**src/common/md5Pkg.sv**
```systemverilog
`default_nettype none

package md5Pkg;

	// Widths with a meaning in MD5
	typedef logic [31:0] md5Word;
	typedef logic [3:0] byteLen;
	typedef logic [5:0] stepIdx;
	typedef logic [7:0] apbAddr;

	// Step sequencing states
	typedef enum logic [1:0] {
		Idle,
		Run,
		Finish
	} ctrlState;

	// Standard chaining values
	localparam md5Word initA = 32'h67452301;
	localparam md5Word initB = 32'hefcdab89;
	localparam md5Word initC = 32'h98badcfe;
	localparam md5Word initD = 32'h10325476;

	// Additive constants T, one per step
	localparam md5Word sineTable [64] = '{
		32'hd76aa478, 32'he8c7b756, 32'h242070db, 32'hc1bdceee,
		32'hf57c0faf, 32'h4787c62a, 32'ha8304613, 32'hfd469501,
		32'h698098d8, 32'h8b44f7af, 32'hffff5bb1, 32'h895cd7be,
		32'h6b901122, 32'hfd987193, 32'ha679438e, 32'h49b40821,
		32'hf61e2562, 32'hc040b340, 32'h265e5a51, 32'he9b6c7aa,
		32'hd62f105d, 32'h02441453, 32'hd8a1e681, 32'he7d3fbc8,
		32'h21e1cde6, 32'hc33707d6, 32'hf4d50d87, 32'h455a14ed,
		32'ha9e3e905, 32'hfcefa3f8, 32'h676f02d9, 32'h8d2a4c8a,
		32'hfffa3942, 32'h8771f681, 32'h6d9d6122, 32'hfde5380c,
		32'ha4beea44, 32'h4bdecfa9, 32'hf6bb4b60, 32'hbebfbc70,
		32'h289b7ec6, 32'heaa127fa, 32'hd4ef3085, 32'h04881d05,
		32'hd9d4d039, 32'he6db99e5, 32'h1fa27cf8, 32'hc4ac5665,
		32'hf4292244, 32'h432aff97, 32'hab9423a7, 32'hfc93a039,
		32'h655b59c3, 32'h8f0ccc92, 32'hffeff47d, 32'h85845dd1,
		32'h6fa87e4f, 32'hfe2ce6e0, 32'ha3014314, 32'h4e0811a1,
		32'hf7537e82, 32'hbd3af235, 32'h2ad7d2bb, 32'heb86d391
	};

	// Rotate amounts, row per round, column is step mod 4
	localparam logic [4:0] shiftTable [16] = '{
		5'd7, 5'd12, 5'd17, 5'd22,
		5'd5, 5'd9, 5'd14, 5'd20,
		5'd4, 5'd11, 5'd16, 5'd23,
		5'd6, 5'd10, 5'd15, 5'd21
	};

	// APB register map
	localparam apbAddr guessAddr0 = 8'h00;
	localparam apbAddr lenAddr = 8'h10;
	localparam apbAddr ctrlAddr = 8'h14;
	localparam apbAddr digestAddr0 = 8'h20;

	// Message word used by a step, wraps mod 16
	function automatic logic [3:0] msgIndex(stepIdx s);
		logic [3:0] i;
		i = s[3:0];
		case (s[5:4])
			2'd0: return i;
			2'd1: return 4'(5 * i + 1);
			2'd2: return 4'(3 * i + 5);
			default: return 4'(7 * i);
		endcase
	endfunction

	// F, G, H, I by round number
	function automatic md5Word roundFunc(logic [1:0] round, md5Word b, md5Word c, md5Word d);
		case (round)
			2'd0: return (b & c) | (~b & d);
			2'd1: return (b & d) | (c & ~d);
			2'd2: return b ^ c ^ d;
			default: return c ^ (b | ~d);
		endcase
	endfunction

	// Left rotate via doubled word
	function automatic md5Word rotateLeft(md5Word x, logic [4:0] amount);
		logic [63:0] doubled;
		doubled = {x, x} << amount;
		return doubled[63:32];
	endfunction

endpackage

`default_nettype wire

```
**src/common/md5StateIf.sv**
```systemverilog
`timescale 1ns/1ps
`default_nettype none

// Four MD5 chaining words
interface md5StateIf;

	md5Pkg::md5Word a;
	md5Pkg::md5Word b;
	md5Pkg::md5Word c;
	md5Pkg::md5Word d;

	// Producer drives all four words
	modport source (
		output a, b, c, d
	);

	// Consumer only reads them
	modport sink (
		input a, b, c, d
	);

endinterface

`default_nettype wire

```
**src/md5Core/md5DigestAdd.sv**
```systemverilog
`timescale 1ns/1ps
`default_nettype none

module md5DigestAdd (
	input logic clk,
	input logic rst,
	input logic capture,
	md5StateIf.sink state,
	md5StateIf.source digest
);

	md5Pkg::md5Word digA;
	md5Pkg::md5Word digB;
	md5Pkg::md5Word digC;
	md5Pkg::md5Word digD;

	// Final feed-forward of the initial values
	always_ff @(posedge clk) begin
		if (rst) begin
			digA <= '0;
			digB <= '0;
			digC <= '0;
			digD <= '0;
		end else if (capture) begin
			digA <= state.a + md5Pkg::initA;
			digB <= state.b + md5Pkg::initB;
			digC <= state.c + md5Pkg::initC;
			digD <= state.d + md5Pkg::initD;
		end
	end

	// Held until next capture
	assign digest.a = digA;
	assign digest.b = digB;
	assign digest.c = digC;
	assign digest.d = digD;

endmodule

`default_nettype wire

```
**src/md5Core/md5MessagePad.sv**
```systemverilog
`timescale 1ns/1ps
`default_nettype none

module md5MessagePad (
	input logic clk,
	input logic load,
	input md5Pkg::md5Word guess0,
	input md5Pkg::md5Word guess1,
	input md5Pkg::md5Word guess2,
	input md5Pkg::md5Word guess3,
	input md5Pkg::byteLen guessLen,
	input md5Pkg::stepIdx step,
	output md5Pkg::md5Word msgWord
);

	md5Pkg::md5Word guessWords [4];
	md5Pkg::md5Word padded [16];
	md5Pkg::md5Word block [16];

	assign guessWords[0] = guess0;
	assign guessWords[1] = guess1;
	assign guessWords[2] = guess2;
	assign guessWords[3] = guess3;

	// Padded block from guess and length
	always_comb begin
		for (int w = 0; w < 16; w++)
			padded[w] = '0;
		for (int i = 0; i < 16; i++) begin
			// Byte i lives in word i/4, lane i mod 4
			if (i < int'(guessLen))
				padded[i / 4][8 * (i % 4) +: 8] = guessWords[i / 4][8 * (i % 4) +: 8];
			else if (i == int'(guessLen))
				padded[i / 4][8 * (i % 4) +: 8] = 8'h80;
		end
		// Bit length, low word only
		padded[14] = {25'b0, guessLen, 3'b000};
	end

	// Held for the whole run
	always_ff @(posedge clk) begin
		if (load)
			block <= padded;
	end

	// Word order changes per round
	assign msgWord = block[md5Pkg::msgIndex(step)];

endmodule

`default_nettype wire

```
**src/md5Core/md5RoundStep.sv**
```systemverilog
`timescale 1ns/1ps
`default_nettype none

module md5RoundStep (
	input logic clk,
	input logic load,
	input logic advance,
	input md5Pkg::stepIdx step,
	input md5Pkg::md5Word msgWord,
	md5StateIf.source state
);

	md5Pkg::md5Word aReg;
	md5Pkg::md5Word bReg;
	md5Pkg::md5Word cReg;
	md5Pkg::md5Word dReg;
	logic [1:0] round;
	md5Pkg::md5Word funcVal;
	md5Pkg::md5Word stepSum;
	md5Pkg::md5Word newB;

	// Round number picks F, G, H or I
	assign round = step[5:4];
	assign funcVal = md5Pkg::roundFunc(round, bReg, cReg, dReg);

	// Add chain, then rotate and add B
	assign stepSum = aReg + funcVal + msgWord + md5Pkg::sineTable[step];
	assign newB = bReg + md5Pkg::rotateLeft(stepSum, md5Pkg::shiftTable[{round, step[1:0]}]);

	always_ff @(posedge clk) begin
		if (load) begin
			aReg <= md5Pkg::initA;
			bReg <= md5Pkg::initB;
			cReg <= md5Pkg::initC;
			dReg <= md5Pkg::initD;
		end else if (advance) begin
			// Word rotation after each step
			aReg <= dReg;
			bReg <= newB;
			cReg <= bReg;
			dReg <= cReg;
		end
	end

	assign state.a = aReg;
	assign state.b = bReg;
	assign state.c = cReg;
	assign state.d = dReg;

endmodule

`default_nettype wire

```
**src/rtl/md5ApbRegs.sv**
```systemverilog
`timescale 1ns/1ps
`default_nettype none

module md5ApbRegs (
	input logic clk,
	input logic rst,
	input logic psel,
	input logic penable,
	input logic pwrite,
	input md5Pkg::apbAddr paddr,
	input md5Pkg::md5Word pwdata,
	output md5Pkg::md5Word prdata,
	output logic pready,
	output logic pslverr,
	output md5Pkg::md5Word guess0,
	output md5Pkg::md5Word guess1,
	output md5Pkg::md5Word guess2,
	output md5Pkg::md5Word guess3,
	output md5Pkg::byteLen guessLen,
	output logic startReq,
	input logic busy,
	input logic done,
	md5StateIf.sink digest
);

	md5Pkg::md5Word guessReg [4];
	md5Pkg::byteLen lenReg;
	logic accessPhase;
	logic wrEn;
	logic rdEn;
	logic aligned;
	logic guessHit;
	logic lenHit;
	logic ctrlHit;
	logic digestHit;
	logic mapped;
	md5Pkg::md5Word rdMux;

	// Access phase of a transfer
	assign accessPhase = psel && penable;
	assign wrEn = accessPhase && pwrite;
	assign rdEn = accessPhase && !pwrite;

	// Address decode, word aligned only
	assign aligned = paddr[1:0] == 2'b00;
	assign guessHit = aligned && (paddr[7:4] == md5Pkg::guessAddr0[7:4]);
	assign digestHit = aligned && (paddr[7:4] == md5Pkg::digestAddr0[7:4]);
	assign lenHit = paddr == md5Pkg::lenAddr;
	assign ctrlHit = paddr == md5Pkg::ctrlAddr;
	assign mapped = guessHit || digestHit || lenHit || ctrlHit;

	// No wait states
	assign pready = 1'b1;
	assign pslverr = accessPhase && !mapped;

	// Start pulse, same cycle as the write completes
	assign startReq = wrEn && ctrlHit && pwdata[0];

	// Guess and length storage
	always_ff @(posedge clk) begin
		if (rst) begin
			guessReg <= '{default: '0};
			lenReg <= '0;
		end else if (wrEn) begin
			if (guessHit)
				guessReg[paddr[3:2]] <= pwdata;
			// Upper length bits are dropped
			if (lenHit)
				lenReg <= pwdata[3:0];
		end
	end

	assign guess0 = guessReg[0];
	assign guess1 = guessReg[1];
	assign guess2 = guessReg[2];
	assign guess3 = guessReg[3];
	assign guessLen = lenReg;

	// Read mux
	always_comb begin
		rdMux = '0;
		if (guessHit)
			rdMux = guessReg[paddr[3:2]];
		else if (lenHit)
			rdMux = {28'b0, lenReg};
		else if (ctrlHit)
			rdMux = {30'b0, done, busy};
		else if (digestHit) begin
			case (paddr[3:2])
				2'd0: rdMux = digest.a;
				2'd1: rdMux = digest.b;
				2'd2: rdMux = digest.c;
				default: rdMux = digest.d;
			endcase
		end
	end

	// Data only valid in a read access phase
	assign prdata = rdEn ? rdMux : '0;

endmodule

`default_nettype wire

```
**src/rtl/md5Control.sv**
```systemverilog
`timescale 1ns/1ps
`default_nettype none

module md5Control (
	input logic clk,
	input logic rst,
	input logic startReq,
	output logic load,
	output logic advance,
	output logic capture,
	output logic busy,
	output logic done,
	output md5Pkg::stepIdx step
);

	md5Pkg::ctrlState state;
	logic doneReg;
	md5Pkg::stepIdx stepCnt;

	always_ff @(posedge clk) begin
		if (rst) begin
			state <= md5Pkg::Idle;
			stepCnt <= '0;
			doneReg <= 1'b0;
		end else begin
			case (state)
				md5Pkg::Idle: begin
					// Accepted start clears the old result flag
					if (startReq) begin
						state <= md5Pkg::Run;
						stepCnt <= '0;
						doneReg <= 1'b0;
					end
				end
				md5Pkg::Run: begin
					stepCnt <= stepCnt + 6'd1;
					// Last of the 64 steps
					if (stepCnt == 6'd63)
						state <= md5Pkg::Finish;
				end
				md5Pkg::Finish: begin
					state <= md5Pkg::Idle;
					doneReg <= 1'b1;
				end
				default: state <= md5Pkg::Idle;
			endcase
		end
	end

	// Starts while busy are simply not seen
	assign load = (state == md5Pkg::Idle) && startReq;
	assign advance = state == md5Pkg::Run;
	assign capture = state == md5Pkg::Finish;
	assign busy = state != md5Pkg::Idle;
	assign done = doneReg;
	assign step = stepCnt;

endmodule

`default_nettype wire

```
**src/rtl/md5Hasher.sv**
```systemverilog
`timescale 1ns/1ps
`default_nettype none

module md5Hasher (
	input logic clk,
	input logic rst,
	input logic psel,
	input logic penable,
	input logic pwrite,
	input md5Pkg::apbAddr paddr,
	input md5Pkg::md5Word pwdata,
	output md5Pkg::md5Word prdata,
	output logic pready,
	output logic pslverr
);

	md5Pkg::md5Word guess0;
	md5Pkg::md5Word guess1;
	md5Pkg::md5Word guess2;
	md5Pkg::md5Word guess3;
	md5Pkg::byteLen guessLen;
	logic startReq;
	logic busy;
	logic done;
	logic load;
	logic advance;
	logic capture;
	md5Pkg::stepIdx step;
	md5Pkg::md5Word msgWord;

	// Working state and held digest
	md5StateIf workState ();
	md5StateIf digestState ();

	md5ApbRegs apbRegs (
		.clk(clk),
		.rst(rst),
		.psel(psel),
		.penable(penable),
		.pwrite(pwrite),
		.paddr(paddr),
		.pwdata(pwdata),
		.prdata(prdata),
		.pready(pready),
		.pslverr(pslverr),
		.guess0(guess0),
		.guess1(guess1),
		.guess2(guess2),
		.guess3(guess3),
		.guessLen(guessLen),
		.startReq(startReq),
		.busy(busy),
		.done(done),
		.digest(digestState.sink)
	);

	md5Control control (
		.clk(clk),
		.rst(rst),
		.startReq(startReq),
		.load(load),
		.advance(advance),
		.capture(capture),
		.busy(busy),
		.done(done),
		.step(step)
	);

	md5MessagePad messagePad (
		.clk(clk),
		.load(load),
		.guess0(guess0),
		.guess1(guess1),
		.guess2(guess2),
		.guess3(guess3),
		.guessLen(guessLen),
		.step(step),
		.msgWord(msgWord)
	);

	md5RoundStep roundStep (
		.clk(clk),
		.load(load),
		.advance(advance),
		.step(step),
		.msgWord(msgWord),
		.state(workState.source)
	);

	md5DigestAdd digestAdd (
		.clk(clk),
		.rst(rst),
		.capture(capture),
		.state(workState.sink),
		.digest(digestState.source)
	);

endmodule

`default_nettype wire

```
**config.mk**
```make
export PLATFORM = sky130hd
export DESIGN_NAME = md5Hasher
export DESIGN_NICKNAME = d
export VERILOG_FILES = /design/src/common/md5Pkg.sv /design/src/common/md5StateIf.sv /design/src/md5Core/md5DigestAdd.sv /design/src/md5Core/md5MessagePad.sv /design/src/md5Core/md5RoundStep.sv /design/src/rtl/md5ApbRegs.sv /design/src/rtl/md5Control.sv /design/src/rtl/md5Hasher.sv
export SDC_FILE = /design/constraint.sdc
export NUM_CORES = 2
export LEC_CHECK = 0
export BUFFER_PORTS_ARGS = -buffer_cell sky130_fd_sc_hd__buf_2
export CELL_PAD_IN_SITES_DETAIL_PLACEMENT = 1
export CELL_PAD_IN_SITES_GLOBAL_PLACEMENT = 2
export CORE_MARGIN = 5
export CORE_UTILIZATION = 42
export CTS_CLUSTER_DIAMETER = 30
export DETAILED_ROUTE_END_ITERATION = 12
export PLACE_DENSITY = 0.9
export SLEW_MARGIN = 25
export SYNTH_ARGS = -nofsm -noshare
export SYNTH_HDL_FRONTEND = slang
export SYNTH_SLANG_ARGS = --single-unit
```
**constraint.sdc**
```tcl
create_clock -name clk -period 15.75 [get_ports clk]
set_clock_uncertainty 0.1 [all_clocks]
set_input_delay 0 -clock clk [delete_from_list [all_inputs] [get_ports clk]]
set_output_delay 0 -clock clk [all_outputs]
set_load 0.05 [all_outputs]
```
==> metrics.cfg <==
[floorplanning]
initial_core_util_pct = 42.14
die_w_um = 301.6
io_pins = 79
rows = 107
core_sq_mm = 0.08475
die_h_um = 301.6
die_area_sq_mm = 0.09096

[sta]
fin_setup_tns_ns = 0
max_freq_ghz = 0.08769
drv_slew = 0
rsz0062_at_grt = false
relSlewSlack_pct = 23.39
setup_viol = 0
period_share_pct = 72.40
tightest_slew_ns = 1.137
period_needed_ns = 11.40
hold_viol = 0

[synth]
syn-num-nets = 4766
avgSynthCellArea_sq_um = 7.832
syn_inst = 4560
seq_area_frac_synth_pct = 32.76
yosysWarningCount = 0
synth-main-ff-cell = dfxtp_1
netlist_area_sq_mm = 0.03571
synth_enable_flop_cells = 125
async_flop_share_pct = 0
yosysUniqueCellTypes = 84
ys_ff_latch = 522

[min_path]
hold_depth = 4
holdPathEnd = apbRegs.guess3[7]
min_path_type = input port to flop
min-delay-start = pwdata[7]

[global_routing]
track_usage_pct = 31.28
grt_pass1_vias = 35910
grt_pass1_wl_mm = 220.7
antenna_found_initial = 4
grt_overflow = 0
grt_max_degree = 140

[critical_path]
crit_fanout = 93
cp-end-kind = flop
crit_arrival_ns = 11.88
critPathTopFamily = compound AO/OA/AOI/OAI gates
startpoint_type = flop
required_ns = 16.22
r2r_start = control.step[2]
cpPeakStageDelay_ns = 0.95
cp_slowest_cell = dfxtp_4
path_buf_inv = 7
worst-r2r-setup-slack_ns = 4.35
r2r_cells = 44
r2r-end = roundStep.state.b[28]
crit_type = flop to flop

[cts]
numCtsBuffers = 113
clkLatencyLatePin_ns = 0.69
tritoncts = done
cts_buffer_depth = 3
root_buffer = clkbuf_16
clkSlewWorstSetupHoldPaths_ns = 0.05
cts_setup_buffers = 0
cts_sinks = 522
htreeDepth = 3

[drt]
drtPass1Iterations = 6
drt-vias-per-instance = 6.082
wl_mm = 145.6
drt_iter0_drc = 2992
wl_per_cell_um = 25.48
drc = 0
via_count = 34740
ant_nets = 0

[power_and_ir_drop]
peakVddDrop_mv = 0.1214
power_leakage_uw = 0.01569
powerDensity_mw_per_mm2 = 182.1

[outcome]
outcome = finished clean

[place]
place_hpwl_mm = 100.0
io_buffers = 77
place_congestion = 0.9552
dp_cells = 5460

[final_layout]
final_cell_mix = 860 x nand2_1, 536 x a21oi_1, 436 x nor2_1
layout-drive-gt1-share_pct = 11.34
mostFrequentLayoutCell = nand2_1
areaGrowthSynthToFinish_pct = 14.89
fin_nets = 4675
layoutNonFillerInstCount = 5712

[run]
drv_cap = 0

==> tightest hold or removal path: stages <==
cell           delay, ns
dlygate4sd3_1       0.54
buf_2               0.15
nand2_1             0.05
a21oi_1             0.05
==> Yosys cell counts (39+ instances only) <==
cell type  instances  area [sq um]
inv_1            196         735.7
dfxtp_1          397          7948
xor2_1            59         516.8
nand3_1           71         355.3
edfxtp_1         125          3754
clkbuf_1         342          1284
mux2i_1           75         750.7
o21ai_0          244          1221
ha_1              96          1201
nor2b_1           86         538.0
a21oi_1          537          2688
nor3_1            63         315.3
nor2_1           439          1648
mux4_2           100          2252
a31oi_1           56         350.3
buf_1             39         146.4
a211oi_1         109         818.3
nand2_1          861          3232
fa_1              65          1301
and2_1            56         350.3
xnor2_1           97         849.6
==> final cells by class <==
class	instances	area, sq um
fill	10050	43720
multi-input combinational	3448	21890
sequential	522	11710
clock buffer	135	3013
tap	1144	1431
timing repair buffer	185	1315
clock inverter	78	915.9
inverter	199	749.5
antenna	1	2.502
==> sequential cells by signal (all words and copies together), names as in the netlist <==
| signal | cells |
|---|---|
| apbRegs.guess3 | 32 |
| roundStep.state.b | 32 |
| control.state | 2 |
| digestAdd.digest.a | 32 |
| roundStep.state.c | 32 |
| digestAdd.digest.c | 32 |
| control.done | 1 |
| digestAdd.digest.d | 32 |
| messagePad.block | 125 |
| apbRegs.guess2 | 32 |
| digestAdd.digest.b | 32 |
| apbRegs.guessLen | 4 |
| apbRegs.guess0 | 32 |
| apbRegs.guess1 | 32 |
| roundStep.state.a | 32 |
| roundStep.state.d | 32 |
| control.step | 6 |
==> per-stage QoR <==
step / power, uW / hold WS [ns] / worst slack (ns) / util (%) / instance area, sq um
finish: 7472 / 0.05534 / 4.347 / 48.42 / 41030
CTS: 7448 / 0.02907 / 4.274 / 48.40 / 41010
global placement: 4913 / 0.1778 / 4.625 / 43.29 / 36690
global route: 7895 / 0.06951 / 3.669 / 48.41 / 41030
detailed placement: 4969 / 0.1846 / 4.340 / 43.31 / 36710
floorplan: 4002 / 0.03596 / 5.494 / - / 35710
==> routing by layer <==
layer | vias to the layer above | part of all wire, % | GRT usage [%]
li1 | 15670 | - | -
met1 | 17340 | 42 | 40.87
met2 | 1398 | 47 | 52.04
met3 | 322 | 6.7 | 4.953
met4 | 8 | 4.3 | 12.46
met5 | - | 0.034 | 0
==> worst max path at each step <==
stage / from / to / slack, ns / depth (start not counted)
final: control.step[2] / roundStep.state.b[28] / 4.35 / 44
after global routing: control.step[2] / roundStep.state.b[31] / 3.67 / 39
after CTS: control.step[0] / roundStep.state.b[28] / 4.27 / 41
after detailed placement: control.step[0] / roundStep.state.b[28] / 4.34 / 41
after global placement: control.step[1] / roundStep.state.b[28] / 4.63 / 41
after floorplan: control.step[2] / roundStep.state.b[28] / 5.49 / 44
==> report_power, final <==
| group | switching (uW) | internal (uW) | leakage [uW] |
|---|---|---|---|
| clock | 858 | 1590 | 0.00186 |
| sequential | 143 | 1430 | 0.00468 |
| combinational | 2110 | 1350 | 0.00915 |
| total | 3110 | 4370 | 0.0157 |
==> kinds of logic after synthesis <==
logic type | count (synthesis) | share of synthesized area [%]
compound gates | 1221 | 20.31
simple gates | 1709 | 20.51
other cells | 1 | 0.01050
buf+inv | 590 | 6.289
fa+ha+maj | 161 | 7.007
xor+xnor | 159 | 4.012
mux | 197 | 9.102
flops | 522 | 32.76
==> timing repair <==
item / 4_1_cts / 5_1_grt
hold buffers: 38 / 0
hold endpoints to repair: 142 / 0
resized for setup: 0 / 0
setup endpoints to repair: 0 / 0
Power figures use the tool's default switching activity.
